--- config.mk ---
export PLATFORM = sky130hd
export DESIGN_NAME = redmule_ctrl
export DESIGN_NICKNAME = d
export VERILOG_FILES = /design/src/redmule_ctrl_pkg.sv /design/src/redmule_ctrl_regs.sv /design/src/redmule_ctrl_fault.sv /design/src/redmule_ctrl_fsm.sv /design/src/redmule_ctrl.sv
export SDC_FILE = /design/constraint.sdc
export NUM_CORES = 1
export LEC_CHECK = 0
export ABC_AREA = 1
export BUFFER_PORTS_ARGS = -buffer_cell sky130_fd_sc_hd__clkbuf_2
export CAP_MARGIN = 20
export CORE_ASPECT_RATIO = 1.2
export CORE_MARGIN = 2
export CORE_UTILIZATION = 50
export CTS_BUF_LIST = sky130_fd_sc_hd__clkbuf_8
export DETAILED_ROUTE_END_ITERATION = 16
export GPL_ROUTABILITY_DRIVEN = 0
export GPL_TIMING_DRIVEN = 0
export PLACE_DENSITY = 0.73
export SKIP_CTS_REPAIR_TIMING = 1
export SLEW_MARGIN = 20
export SYNTH_ARGS = -nofsm -noshare
export SYNTH_HDL_FRONTEND = slang
export SYNTH_HIERARCHICAL = 1
export SYNTH_SLANG_ARGS = --single-unit
--- constraint.sdc ---
create_clock -name clk_i -period 2 [get_ports clk_i]
set_input_delay 0.2 -clock clk_i [delete_from_list [all_inputs] [get_ports clk_i]]
set_output_delay 0.2 -clock clk_i [all_outputs]
set_load 0.02 [all_outputs]
--- src/redmule_ctrl_pkg.sv ---
// Shared definitions of the matrix-multiply control unit
// Register map, redundancy codes, array size and the bus and scheduler structs
`default_nettype none

package redmule_ctrl_pkg;

  // Rows in the processing array
  localparam int unsigned ARRAY_HEIGHT = 4;
  localparam int unsigned ROW_CNT_W    = 16;
  localparam int unsigned WCOMP_W      = $clog2(ARRAY_HEIGHT) + 1;
  localparam int unsigned REG_ADDR_W   = 8;
  localparam int unsigned ID_W         = 8;
  localparam int unsigned RED_W        = 16;

  localparam logic [REG_ADDR_W-1:0] REG_TRIGGER     = 8'h00;
  localparam logic [REG_ADDR_W-1:0] REG_STATUS      = 8'h04;
  localparam logic [REG_ADDR_W-1:0] REG_SOFT_CLEAR  = 8'h08;
  localparam logic [REG_ADDR_W-1:0] REG_W_ITERS     = 8'h0C;
  localparam logic [REG_ADDR_W-1:0] REG_LEFT_PARAMS = 8'h10;
  localparam logic [REG_ADDR_W-1:0] REG_REDUNDANCY  = 8'h14;

  // Any other selection word is treated as a corrupted register
  localparam logic [RED_W-1:0] RED_ENABLED  = 16'h00FF;
  localparam logic [RED_W-1:0] RED_DISABLED = 16'hFF00;

  // Compare points of the weight-computed and row counters
  localparam logic [WCOMP_W-1:0]   W_ACC_CNT  = WCOMP_W'(ARRAY_HEIGHT - 1);
  localparam logic [WCOMP_W-1:0]   W_LAST_CNT = WCOMP_W'(ARRAY_HEIGHT - 2);
  localparam logic [ROW_CNT_W-1:0] ROW_HEIGHT = ROW_CNT_W'(ARRAY_HEIGHT);

  // The wen bit is high for a read
  typedef struct packed {
    logic            req;
    logic [31:0]     add;
    logic            wen;
    logic [3:0]      be;
    logic [31:0]     data;
    logic [ID_W-1:0] id;
  } periph_req_t;

  typedef struct packed {
    logic            gnt;
    logic [31:0]     r_data;
    logic            r_valid;
    logic [ID_W-1:0] r_id;
  } periph_rsp_t;

  typedef struct packed {
    logic first_load;
    logic storing;
    logic finished;
    logic rst;
  } sched_ctrl_t;

  typedef struct packed {
    logic full;
    logic empty;
  } zbuf_flags_t;

endpackage

`default_nettype wire

--- src/redmule_ctrl_regs.sv ---
// Peripheral register slave of the control unit
// Holds the job configuration and turns trigger and clear writes into pulses
`default_nettype none

module redmule_ctrl_regs (
  input  logic                                   clk_i,
  input  logic                                   rst_ni,
  input  redmule_ctrl_pkg::periph_req_t          periph_req_i,
  output redmule_ctrl_pkg::periph_rsp_t          periph_rsp_o,
  input  logic                                   busy_i,
  input  logic                                   done_i,
  output logic                                   start_o,
  output logic                                   clear_o,
  output logic                                   evt_o,
  output logic [redmule_ctrl_pkg::ROW_CNT_W-1:0] w_rows_iter_o,
  output logic [redmule_ctrl_pkg::ROW_CNT_W-1:0] tot_stores_o,
  output logic [redmule_ctrl_pkg::RED_W-1:0]     redundancy_sel_o
);

  logic [redmule_ctrl_pkg::REG_ADDR_W-1:0] addr;
  logic                                    wr_en;
  logic                                    rd_en;
  logic [31:0]                             w_iters_q;
  logic [31:0]                             left_params_q;
  logic [31:0]                             redundancy_q;
  logic [31:0]                             rdata;
  logic                                    start_q;
  logic                                    clear_q;
  logic                                    r_valid_q;
  logic [31:0]                             r_data_q;
  logic [redmule_ctrl_pkg::ID_W-1:0]       r_id_q;

  // Merge the write data into a register byte by byte
  function automatic logic [31:0] be_merge(input logic [31:0] old_w,
                                           input logic [31:0] new_w,
                                           input logic [3:0]  be);
    logic [31:0] res;
    res = old_w;
    for (int i = 0; i < 4; i++) begin
      if (be[i]) begin
        res[8*i +: 8] = new_w[8*i +: 8];
      end
    end
    return res;
  endfunction

  assign addr  = periph_req_i.add[redmule_ctrl_pkg::REG_ADDR_W-1:0];
  assign wr_en = periph_req_i.req & ~periph_req_i.wen;
  assign rd_en = periph_req_i.req & periph_req_i.wen;

  // A soft clear wipes the job configuration as well
  always_ff @(posedge clk_i or negedge rst_ni) begin
    if (!rst_ni) begin
      w_iters_q     <= '0;
      left_params_q <= '0;
      redundancy_q  <= '0;
    end else if (wr_en) begin
      case (addr)
        redmule_ctrl_pkg::REG_W_ITERS:
          w_iters_q <= be_merge(w_iters_q, periph_req_i.data, periph_req_i.be);
        redmule_ctrl_pkg::REG_LEFT_PARAMS:
          left_params_q <= be_merge(left_params_q, periph_req_i.data, periph_req_i.be);
        redmule_ctrl_pkg::REG_REDUNDANCY:
          redundancy_q <= be_merge(redundancy_q, periph_req_i.data, periph_req_i.be);
        redmule_ctrl_pkg::REG_SOFT_CLEAR: begin
          w_iters_q     <= '0;
          left_params_q <= '0;
          redundancy_q  <= '0;
        end
        default: ;
      endcase
    end
  end

  always_ff @(posedge clk_i or negedge rst_ni) begin
    if (!rst_ni) begin
      start_q   <= 1'b0;
      clear_q   <= 1'b0;
      r_valid_q <= 1'b0;
    end else begin
      start_q   <= wr_en && (addr == redmule_ctrl_pkg::REG_TRIGGER);
      clear_q   <= wr_en && (addr == redmule_ctrl_pkg::REG_SOFT_CLEAR);
      r_valid_q <= periph_req_i.req;
    end
  end

  // Writes answer with zero data
  always_ff @(posedge clk_i) begin
    if (periph_req_i.req) begin
      r_id_q   <= periph_req_i.id;
      r_data_q <= rd_en ? rdata : '0;
    end
  end

  always_comb begin
    rdata = '0;
    case (addr)
      redmule_ctrl_pkg::REG_STATUS:      rdata[0] = busy_i;
      redmule_ctrl_pkg::REG_W_ITERS:     rdata = w_iters_q;
      redmule_ctrl_pkg::REG_LEFT_PARAMS: rdata = left_params_q;
      redmule_ctrl_pkg::REG_REDUNDANCY:  rdata = redundancy_q;
      default:                           rdata = '0;
    endcase
  end

  // The slave never stalls, so the grant follows the request
  always_comb begin
    periph_rsp_o.gnt     = periph_req_i.req;
    periph_rsp_o.r_data  = r_data_q;
    periph_rsp_o.r_valid = r_valid_q;
    periph_rsp_o.r_id    = r_id_q;
  end

  assign start_o          = start_q;
  assign clear_o          = clear_q;
  assign evt_o            = done_i;
  assign w_rows_iter_o    = w_iters_q[31:16];
  assign tot_stores_o     = left_params_q[31:16];
  assign redundancy_sel_o = redundancy_q[15:0];

endmodule

`default_nettype wire

--- src/redmule_ctrl_fault.sv ---
// Fault combiner of the control unit
// Decides when a running job has to be aborted
`default_nettype none

module redmule_ctrl_fault (
  input  logic                               clk_i,
  input  logic                               rst_ni,
  input  logic                               running_i,
  input  logic                               serial_fault_i,
  input  logic                               parallel_fault_i,
  input  logic [redmule_ctrl_pkg::RED_W-1:0] redundancy_sel_i,
  output logic                               abort_o
);

  logic parallel_fault_q;
  logic serial_abort;
  logic sel_corrupt;

  // The parallel fault comes back from the output voters, so it is
  // registered once to keep the path to the outputs free of loops
  always_ff @(posedge clk_i or negedge rst_ni) begin
    if (!rst_ni) begin
      parallel_fault_q <= 1'b0;
    end else begin
      parallel_fault_q <= parallel_fault_i;
    end
  end

  // Serial faults only count while software redundancy is not switched off
  assign serial_abort = serial_fault_i &&
                        (redundancy_sel_i != redmule_ctrl_pkg::RED_DISABLED);

  // A selection word that is neither code means the register got corrupted.
  // Outside a job software may be rewriting it, so it is not checked then
  assign sel_corrupt = running_i &&
                       (redundancy_sel_i != redmule_ctrl_pkg::RED_ENABLED) &&
                       (redundancy_sel_i != redmule_ctrl_pkg::RED_DISABLED);

  assign abort_o = parallel_fault_q | serial_abort | sel_corrupt;

endmodule

`default_nettype wire

--- src/redmule_ctrl_fsm.sv ---
// Job sequencing FSM of the control unit
// Tracks loaded rows, computed weights, accumulation and output stores
`default_nettype none

module redmule_ctrl_fsm (
  input  logic                                   clk_i,
  input  logic                                   rst_ni,
  input  logic                                   start_i,
  input  logic                                   clear_i,
  input  logic                                   abort_i,
  input  logic [redmule_ctrl_pkg::ROW_CNT_W-1:0] w_rows_iter_i,
  input  logic [redmule_ctrl_pkg::ROW_CNT_W-1:0] tot_stores_i,
  input  logic                                   w_loaded_i,
  input  logic                                   reg_enable_i,
  input  redmule_ctrl_pkg::zbuf_flags_t          zbuf_flags_i,
  output logic                                   running_o,
  output logic                                   busy_o,
  output logic                                   done_o,
  output logic                                   flush_o,
  output logic                                   accumulate_o,
  output logic                                   z_fill_o,
  output logic                                   w_shift_o,
  output logic                                   z_buffer_clk_en_o,
  output redmule_ctrl_pkg::sched_ctrl_t          sched_ctrl_o
);

  typedef enum logic [2:0] {
    IDLE, STARTING, COMPUTING, BUFFERING, STORING, FINISHED
  } state_e;

  state_e                                 state_q, state_d;
  logic [redmule_ctrl_pkg::ROW_CNT_W-1:0] w_row_cnt_q, w_row_cnt_d;
  logic [redmule_ctrl_pkg::ROW_CNT_W-1:0] store_cnt_q, store_cnt_d;
  logic [redmule_ctrl_pkg::WCOMP_W-1:0]   w_comp_q;
  logic                                   count_w_q, w_comp_en, w_comp_rst;
  logic                                   last_row_q, last_row_en, last_row_rst;
  logic                                   acc_q, acc_en, acc_rst;

  always_ff @(posedge clk_i or negedge rst_ni) begin
    if (!rst_ni) begin
      state_q     <= IDLE;
      w_row_cnt_q <= '0;
      store_cnt_q <= '0;
    end else if (clear_i) begin
      state_q     <= IDLE;
      w_row_cnt_q <= '0;
      store_cnt_q <= '0;
    end else begin
      state_q     <= state_d;
      w_row_cnt_q <= w_row_cnt_d;
      store_cnt_q <= store_cnt_d;
    end
  end

  // Weights leaving the last PE are only counted once enough rows are in
  always_ff @(posedge clk_i or negedge rst_ni) begin
    if (!rst_ni) begin
      count_w_q  <= 1'b0;
      w_comp_q   <= '0;
      last_row_q <= 1'b0;
      acc_q      <= 1'b0;
    end else if (clear_i) begin
      count_w_q  <= 1'b0;
      w_comp_q   <= '0;
      last_row_q <= 1'b0;
      acc_q      <= 1'b0;
    end else begin
      if (w_comp_rst) begin
        count_w_q <= 1'b0;
        w_comp_q  <= '0;
      end else begin
        if (w_comp_en) count_w_q <= 1'b1;
        if (count_w_q && reg_enable_i) w_comp_q <= w_comp_q + 1'b1;
      end
      if (last_row_rst) last_row_q <= 1'b0;
      else if (last_row_en) last_row_q <= 1'b1;
      if (acc_rst) acc_q <= 1'b0;
      else if (acc_en) acc_q <= 1'b1;
    end
  end

  always_comb begin
    state_d           = state_q;
    w_row_cnt_d       = w_row_cnt_q;
    store_cnt_d       = store_cnt_q;
    sched_ctrl_o      = '0;
    busy_o            = 1'b1;
    done_o            = 1'b0;
    flush_o           = 1'b0;
    z_fill_o          = 1'b0;
    w_shift_o         = 1'b1;
    z_buffer_clk_en_o = 1'b0;
    w_comp_en         = 1'b0;
    w_comp_rst        = 1'b0;
    last_row_en       = 1'b0;
    last_row_rst      = 1'b0;
    acc_en            = 1'b0;
    acc_rst           = 1'b0;

    case (state_q)
      IDLE: begin
        busy_o      = 1'b0;
        w_shift_o   = 1'b0;
        w_row_cnt_d = '0;
        store_cnt_d = '0;
        // Let the output buffer see the soft clear
        if (clear_i) z_buffer_clk_en_o = 1'b1;
        if (start_i) state_d = STARTING;
      end
      STARTING: begin
        w_shift_o               = 1'b0;
        sched_ctrl_o.first_load = 1'b1;
        if (w_loaded_i) begin
          w_row_cnt_d = w_row_cnt_q + 1'b1;
          state_d     = COMPUTING;
        end
      end
      COMPUTING: begin
        if (w_loaded_i) w_row_cnt_d = w_row_cnt_q + 1'b1;
        if (w_row_cnt_d == redmule_ctrl_pkg::ROW_HEIGHT && !count_w_q) begin
          w_comp_en = 1'b1;
        end else if (w_row_cnt_q == w_rows_iter_i) begin
          w_comp_en   = !count_w_q;
          last_row_en = !last_row_q;
        end
        if (!last_row_q) begin
          if (w_comp_q == redmule_ctrl_pkg::W_ACC_CNT) begin
            acc_en     = !acc_q;
            w_comp_rst = count_w_q;
          end
        end else if (w_comp_q == redmule_ctrl_pkg::W_LAST_CNT && reg_enable_i) begin
          // The next tile already has its first row in flight
          w_row_cnt_d    = '0;
          w_row_cnt_d[0] = 1'b1;
          acc_rst        = acc_q;
          w_comp_rst     = count_w_q;
          state_d        = BUFFERING;
        end
      end
      BUFFERING: begin
        z_buffer_clk_en_o = 1'b1;
        z_fill_o          = reg_enable_i;
        last_row_rst      = last_row_q;
        if (w_loaded_i) w_row_cnt_d = w_row_cnt_q + 1'b1;
        if (zbuf_flags_i.full) begin
          acc_en  = 1'b1;
          state_d = STORING;
        end
      end
      STORING: begin
        sched_ctrl_o.storing = 1'b1;
        if (w_loaded_i) w_row_cnt_d = w_row_cnt_q + 1'b1;
        if (zbuf_flags_i.empty) begin
          store_cnt_d = store_cnt_q + 1'b1;
          if (store_cnt_q == tot_stores_i - 1'b1) begin
            store_cnt_d           = '0;
            sched_ctrl_o.finished = 1'b1;
            state_d               = FINISHED;
          end else begin
            state_d = COMPUTING;
          end
        end
      end
      FINISHED: begin
        busy_o                = 1'b0;
        done_o                = 1'b1;
        flush_o               = 1'b1;
        sched_ctrl_o.rst      = 1'b1;
        sched_ctrl_o.finished = 1'b1;
        w_row_cnt_d           = '0;
        store_cnt_d           = '0;
        w_comp_rst            = 1'b1;
        acc_rst               = 1'b1;
        last_row_rst          = 1'b1;
        state_d               = IDLE;
      end
      default: state_d = IDLE;
    endcase

    // A fault ends the job through the normal finish path
    if (abort_i && state_q != FINISHED) state_d = FINISHED;
  end

  assign running_o    = (state_q != IDLE) && (state_q != FINISHED);
  assign accumulate_o = acc_q & reg_enable_i;

endmodule

`default_nettype wire

--- src/redmule_ctrl.sv ---
// Control unit of the matrix-multiply accelerator
// Joins the register slave, the fault combiner and the job FSM
`default_nettype none

module redmule_ctrl (
  input  logic                          clk_i,
  input  logic                          rst_ni,
  input  redmule_ctrl_pkg::periph_req_t periph_req_i,
  output redmule_ctrl_pkg::periph_rsp_t periph_rsp_o,
  input  logic                          w_loaded_i,
  input  logic                          reg_enable_i,
  input  redmule_ctrl_pkg::zbuf_flags_t zbuf_flags_i,
  input  logic                          serial_fault_i,
  input  logic                          parallel_fault_i,
  output logic                          busy_o,
  output logic                          clear_o,
  output logic                          evt_o,
  output logic                          flush_o,
  output logic                          accumulate_o,
  output logic                          z_fill_o,
  output logic                          w_shift_o,
  output logic                          z_buffer_clk_en_o,
  output redmule_ctrl_pkg::sched_ctrl_t sched_ctrl_o
);

  logic                                   start;
  logic                                   clear;
  logic                                   done;
  logic                                   running;
  logic                                   abort;
  logic [redmule_ctrl_pkg::ROW_CNT_W-1:0] w_rows_iter;
  logic [redmule_ctrl_pkg::ROW_CNT_W-1:0] tot_stores;
  logic [redmule_ctrl_pkg::RED_W-1:0]     redundancy_sel;

  redmule_ctrl_regs i_regs (
    .clk_i            (clk_i),
    .rst_ni           (rst_ni),
    .periph_req_i     (periph_req_i),
    .periph_rsp_o     (periph_rsp_o),
    .busy_i           (busy_o),
    .done_i           (done),
    .start_o          (start),
    .clear_o          (clear),
    .evt_o            (evt_o),
    .w_rows_iter_o    (w_rows_iter),
    .tot_stores_o     (tot_stores),
    .redundancy_sel_o (redundancy_sel)
  );

  redmule_ctrl_fault i_fault (
    .clk_i            (clk_i),
    .rst_ni           (rst_ni),
    .running_i        (running),
    .serial_fault_i   (serial_fault_i),
    .parallel_fault_i (parallel_fault_i),
    .redundancy_sel_i (redundancy_sel),
    .abort_o          (abort)
  );

  redmule_ctrl_fsm i_fsm (
    .clk_i             (clk_i),
    .rst_ni            (rst_ni),
    .start_i           (start),
    .clear_i           (clear),
    .abort_i           (abort),
    .w_rows_iter_i     (w_rows_iter),
    .tot_stores_i      (tot_stores),
    .w_loaded_i        (w_loaded_i),
    .reg_enable_i      (reg_enable_i),
    .zbuf_flags_i      (zbuf_flags_i),
    .running_o         (running),
    .busy_o            (busy_o),
    .done_o            (done),
    .flush_o           (flush_o),
    .accumulate_o      (accumulate_o),
    .z_fill_o          (z_fill_o),
    .w_shift_o         (w_shift_o),
    .z_buffer_clk_en_o (z_buffer_clk_en_o),
    .sched_ctrl_o      (sched_ctrl_o)
  );

  assign clear_o = clear;

endmodule

`default_nettype wire

==> metrics.txt, run 1 <==
status finished with violations; failing checks negative setup slack; number of global-route vias before repair 9696; Core Area 21700 um2; Leak between 6 and 7 nW; Final Max Tran Viols 0; worst hold margin 0.0128 ns; top cell type's share of synthesized area 31.9%; Final Hold Fails 0; Vias/cell 5.41; Die W 140 um; synth top area cells dfrtp_1 (32%), nand2_1 (14%), nand3_1 (12%); Logic pwr share 31.1%; reg2reg start i_regs/left_params_q[16]; drt first pass iters 5; Initial Utilization 51.0%; Clock Power Share 26.5%; largest net degree at the start of global routing 85; P_int 0.00605 W; area of the multi-input gates roughly 5200 um2; DP Area between 10000 and 15000 um2; Synth Cell Area 11100 um2; CTS tree done; DRT Wirelength 31.5 mm; Max Clk Rate 0.364 GHz; port buffer count 114; Worst Setup EP sched_ctrl_o[1]; Die H 167 um; top-level port count 140; Hold Startpoint periph_req_i[13]; clock latency on the worst-skew pair between 0.4 and 0.5 ns; async set-reset flop share out of synthesis between 70 and 80%; met1 usage between 30% and 40%; most frequent cells after synthesis nand2_1 (408), nand3_1 (265), inv_1 (164); Syn Area/Cell 7.66 um2; CTS Buffer Depth 2; peak supply drop 0.790 mV; non-filler instance count after layout 1890; YS warnings 6; syn_nets approximately 1500; synthesis-stage register bit count around 180; Std-Cell Rows 59; Ant. Diodes 0; WP data required 1.80 ns; Fin Clk Skew 0.0160 ns; Util after Layout between 50% and 60%; antenna violations before repair 0; Slew headroom 51.1%; Flop pwr share 42.4%; Final ANT Viol Nets 0; htree depth 4; total of max-cap violations 0; CTS root buffer clkbuf_8; reg2reg path depth 14; DR WL/cell 16.7 um; Die ar. 23400 um2; area grow syn2layout 16.4%; WS Path Type register to primary output; switching share of power 38.2%; met2 Usage GRT ~47%; storage element area roughly 4700 um2; # setup viols final 20; fin area approximately 13000 um2; Period minus WS final roughly 2.7 ns; startpoint types register; Inst Count DP 1835; CTS Buf Count 17; busiest grt layer met2; setup slack, reg-to-reg -0.29 ns; setup TNS after final layout -4.61 ns; Tcrit/Tclk final 137%; post-layout net count 1695; Filler cells 2029; Top FF cell, synth dfrtp_1; grt ovf 0; most common cell in the netlist nand2_1; vias 10200; post-synthesis sequential area ratio 42.7%; clock transition at the registers of the reported paths 0.11 ns; DP HPWL 23.2 mm; Synth cell types 43; EDFF count, synth 40; Hold Crit Class primary input to register; final setup margin -0.746 ns; # DRC 0; Critical Path Source i_regs/left_params_q[16]; share of cells above drive strength 1 a little under a quarter; Global Route met3 Usage 3.57%; Worst R2R End i_fsm/store_cnt_q[4]; unrepaired setup endpoints after global routing true; CTS Sinks roughly 180; Yosys top cell by area dfrtp_1; first-pass GRT wire length 49.5 mm; CP endpoint kind primary output; cells after synthesis 1446; Critical Path AT 2.55 ns; PD cells 758 nW/um2; P_sw between 0.003 and 0.004 W; Tightest Pin Transition 0.733 ns; Iter 0 DRT Violations 837; CP Max Fanout 3; Tot GR Track Use 26.9%
-- registers in the layout, indices dropped and copies added, names as in the netlist --
name and count:
i_fsm/w_row_cnt_q 16, i_fsm/store_cnt_q 16, i_regs/redundancy_q 32, i_fsm/w_comp_q 3
i_fault/parallel_fault_q 1, i_regs/r_id_q 8, i_regs/left_params_q 32, i_regs/r_data_q 32
i_fsm/last_row_q 1, i_regs/clear_o 1, i_regs/r_valid_q 1, i_fsm/state_q 3
i_fsm/count_w_q 1, i_regs/start_o 1, i_regs/w_iters_q 32, i_fsm/acc_q 1
-- worst max-delay path, cell delays in order, from the launching register on --
cell,delay [ns]
dfrtp_1,0.43
buf_6,0.13
clkinvlp_4,0.12
ha_4,0.29
inv_2,0.03
nand2_1,0.04
nand2_1,0.06
nor2_2,0.12
nand2_1,0.08
nand3b_1,0.20
nor2_4,0.20
nand3_4,0.11
o21ai_4,0.13
buf_6,0.13
-- kinds of logic after synthesis --
family,synth area share [%]
compound gates,3.05
xor+xnor,3.48
fa+ha+maj,0.678
buf+inv,12.2
flops,42.7
simple gates,37.9
-- worst min path at each step --
stage | to | cells after the start
6_report | i_regs/w_iters_q[5] | 5
5_1_grt | i_regs/w_iters_q[0] | 5
4_1_cts | i_fsm/w_comp_q[0] | 1
3_5_place_dp | i_fsm/w_comp_q[0] | 1
3_3_place_gp | i_fault/parallel_fault_q | 1
2_1_floorplan | i_fault/parallel_fault_q | 0
-- routing by layer --
| metal | routed length (um) | share of wire [%] |
|---|---|---|
| met4 | 1610 | 5.1 |
| met3 | 1640 | 5.2 |
| met5 | 0 | 0 |
| met1 | 12100 | 38 |
| met2 | 16100 | 51 |
-- power by group through the flow --
stage / clock network (W) / logic (W) / registers (W)
2_1_floorplan: 0 / 0.00193 / 0.00421
3_3_place_gp: 0 / 0.00264 / 0.00421
3_5_place_dp: 0 / 0.00269 / 0.00421
4_1_cts: 0.00265 / 0.00270 / 0.00414
5_1_grt: 0.00280 / 0.00335 / 0.00417
6_report: 0.00259 / 0.00304 / 0.00415
-- per-stage QoR --
step | power, W | worst slack (ns)
final | 0.00978 | -0.746
after detailed placement | 0.00690 | -0.573
after global placement | 0.00685 | -1.80
after CTS | 0.00949 | -0.935
after floorplan | 0.00613 | -0.0128
after global routing | 0.0103 | -0.901
-- cell usage in the layout, fill, tap and decap left out, types with 3 or more instances in the layout --
cell           Yosys  final
nand2_4            6      5
inv_2             12     15
nor2_4            12     18
inv_8              0      4
inv_1            164    160
buf_4             59     69
o22ai_1           17     17
nor2_1           102     88
clkbuf_8           0     18
edfxtp_1          40     40
dfrtp_1          141    140
dlygate4sd3_1      0     11
nand3b_1           5      5
a21oi_2           11     13
nand3_4            8     10
clkinv_8           0      8
nand3_1          265    261
nand2_2           19     23
o21ai_1            2      3
buf_6              5      8
buf_2             25     24
nor2_2            13     21
nor2_8             3      3
xnor2_1           10     10
or2_2              7      7
nor3_1            10     10
clkbuf_2           0    110
nand4_1           19     19
clkbuf_1           7      7
ha_1               6      4
a21oi_1            7      4
nand3_2            7      9
nand2_1          408    404
o21ai_0            9      6
xor2_1            34     33
-- area by class of cell --
class / instances / share of cell area (%)
clock inverter: 15 / 1.55
tap: 274 / 2.66
multi-input combinational: 990 / 40.2
timing repair buffer: 138 / 6.51
sequential: 181 / 36.7
clock buffer: 17 / 1.82
inverter: 177 / 5.18
buffer: 98 / 5.37
Note: power is estimated with default switching activity, not from simulation.
==> run 2: changes to the inputs <==
- CORE_UTILIZATION: 50 -> 35
- PLACE_DENSITY: 0.73 -> default
- SYNTH_HIERARCHICAL: 1 -> default
==> metrics.txt, run 2 <==
status finished with violations; failing checks negative hold slack, negative setup slack; Core Area 27200 um2 (+25%); DP Area 10700 um2 (-11%); Period minus WS final 2.62 ns (-0.123 ns); Ant. Diodes 0 (unchanged); startpoint types register; vias 9002 (-12%); Slew headroom 47.8% (-3.3 points); YS warnings 0 (-6); DR WL/cell 17.0 um (+2.3%); peak supply drop 0.411 mV (-48%); CTS Buf Count 17 (unchanged); Top FF cell, synth dfrtp_1; number of global-route vias before repair 8559 (-12%); commonest non-fill, non-tap cell in the layout nand2_1; CP endpoint kind primary output; overall power 0.00927 W (-5.2%); Inst Count DP 1660 (-9.5%); top-level port count 140 (unchanged); commonest non-fill, non-tap cells in the layout nand2_1 (316), dfrtp_1 (132), clkbuf_2 (114); fin area 11700 um2 (-9.2%); post-synthesis sequential area ratio 48.9% (+6.2 points); Final Max Tran Viols 0 (unchanged); DRT Wirelength 29.4 mm (-6.7%); Final Hold Fails 3 (+3); clock latency on the worst-skew pair 0.48 ns (about the same); Yosys top cell by area dfrtp_1; Slowest-stage cell, CP dfrtp_2; storage element area 4740 um2 (+0.21%); Hold EP i_regs.left_params_q[14]; Syn Area/Cell 8.03 um2 (+4.8%); non-filler instance count after layout 1725 (-8.7%); CP cell instances inv_4 -> ha_4 -> nand2_4 -> nor2_4 -> nand2_1 -> nand2_1 -> nand2_1 -> nor2_2 -> nand3_2 -> nor2_4 -> nand3_4 -> o21ai_4 -> buf_6; Leak 5.41 nW (-22%); Die ar. 29000 um2 (+24%); CTS root buffer clkbuf_8; EDFF count, synth 40 (unchanged); P_int 0.00584 W (-3.3%); Fin Clk Skew 0.0213 ns (+0.00529 ns); syn_nets 1296 (-16%); grt ovf 0 (unchanged); most common cell in the netlist nand2_1; reg2reg path depth 15 (+1); Tightest Pin Transition 0.778 ns (+0.0450 ns); # DRC 0 (unchanged); cells after synthesis 1204 (-17%); area grow syn2layout 21.0%; DP HPWL 21.8 mm (-5.9%); reg2reg start i_regs.left_params_q[17]; Hold Crit Class primary input to register; P_sw 0.00343 W (-8.1%); Std-Cell Rows 66 (+12%); synthesis-stage register bit count 181 (unchanged); total of max-cap violations 0 (unchanged); first-pass GRT wire length 45.7 mm (-7.8%); Hold Startpoint periph_req_i[22]; CP Max Fanout 4 (+1); largest net degree at the start of global routing 72 (-15%); worst hold margin -0.0115 ns (-0.0243 ns); drt first pass iters 6 (+1); post-layout net count 1464 (-14%); Hold Crit Depth 3 (-2); most frequent cells after synthesis nand2_1 (328), dfrtp_1 (141), nor2_1 (128); PD cells 792 nW/um2 (+4.5%); htree depth 4 (unchanged); Tcrit/Tclk final 131% (-6.1 points); Most Frequent Cell on Critical Path nand2_1; WP data required 1.80 ns (about the same); Flop pwr share 44.6% (+2.2 points); top cell type's share of synthesized area 36.5% (+4.6 points); Synth Cell Area 9670 um2 (-13%); Logic pwr share 28.7% (-2.4 points); final setup margin -0.624 ns (+0.123 ns); WS Path Type register to primary output; unrepaired setup endpoints after global routing true; setup slack, reg-to-reg -0.31 ns (-0.02 ns); Die H 186 um (+11%); Initial Utilization 35.6% (-15 points); port buffer count 115 (+0.88%); Clock Power Share 26.6% (about the same); area of the multi-input gates 4610 um2 (-11%); CTS Sinks 181 (unchanged); share of cells above drive strength 1 22.7% (-1.2 points); CTS Buffer Depth 2 (unchanged); async set-reset flop share out of synthesis 77.9% (unchanged); antenna violations before repair 0 (unchanged); Max Clk Rate 0.381 GHz (+4.7%); Final ANT Viol Nets 0 (unchanged); switching share of power 37.0% (-1.2 points); Iter 0 DRT Violations 602 (-28%); Critical Path AT 2.42 ns (-0.13 ns); Synth cell types 44 (+2.3%); max incr delay on CP 0.48 ns (+0.05 ns); synth top area cells dfrtp_1 (37%), nand2_1 (13%), edfxtp_1 (12%); Die W 156 um (+11%); clock transition at the registers of the reported paths 0.11 ns (about the same); Worst R2R End i_fsm.store_cnt_q[13]; Filler cells 2766 (+36%); # setup viols final 19 (-5.0%); Tot GR Track Use 20.5% (-6.5 points); CTS tree done; Vias/cell 5.22 (-3.5%)
[run 2: kinds of logic after synthesis]
logic type | synth area share (%)
compound gates | 11.6
xor+xnor | 3.17
fa+ha+maj | 0.777
buf+inv | 6.39
flops | 48.9
simple gates | 29.1
[run 2: worst max path at each step]
stage | start | to | slack [ns]
after detailed placement | periph_req_i[77] | i_regs.w_iters_q[14] | -0.60
after global placement | rst_ni | i_regs.w_iters_q[7] | -1.77
after CTS | i_regs.left_params_q[17] | sched_ctrl_o[1] | -0.99
after floorplan | i_regs.left_params_q[16] | sched_ctrl_o[1] | 0.01
final | i_regs.left_params_q[17] | sched_ctrl_o[1] | -0.62
after global routing | i_regs.left_params_q[17] | sched_ctrl_o[1] | -0.76
[run 2: per-layer routing]
layer	GRT usage (%)	up-vias	wire, um
li1	-	4323	-
met1	26.5	4321	12600
met2	33.5	291	14000
met3	3.80	67	1620
met4	8.99	0	1170
met5	0	-	0
[run 2: worst max-delay path: cells and delay by family (launching register included)]
kind | cells | cell delay, ns
AOI/OAI and AO/OA | 1 | 0.14
adders and majority gates | 1 | 0.17
buffers and inverters | 2 | 0.23
DFF | 1 | 0.48
and+or+nand+nor | 9 | 0.94
[run 2: power by group through the flow]
stage	clock, W	combinational (W)	sequential [W]
6_report	0.00247	0.00267	0.00414
3_3_place_gp	0	0.00214	0.00419
2_1_floorplan	0	0.00140	0.00420
3_5_place_dp	0	0.00218	0.00420
5_1_grt	0.00265	0.00293	0.00416
4_1_cts	0.00253	0.00219	0.00412
[run 2: final cells by class]
type                       instances  area share [%]
sequential                       181            40.5
buffer                            34            1.55
timing repair buffer             149            7.80
clock buffer                      18            2.12
inverter                         118            3.85
clock inverter                    14            1.12
tap                              340            3.64
multi-input combinational        871            39.4
[run 2: metrics by stage]
stage | setup TNS (ns) | worst slack, ns | util, %
after floorplan | 0 | 0.0110 | -
after global placement | -332.06 | -1.77 | 39.3
after detailed placement | -50.25 | -0.604 | 39.5
after CTS | -7.10 | -0.987 | 40.9
after global routing | -6.95 | -0.755 | 43.1
final | -4.34 | -0.624 | 43.1
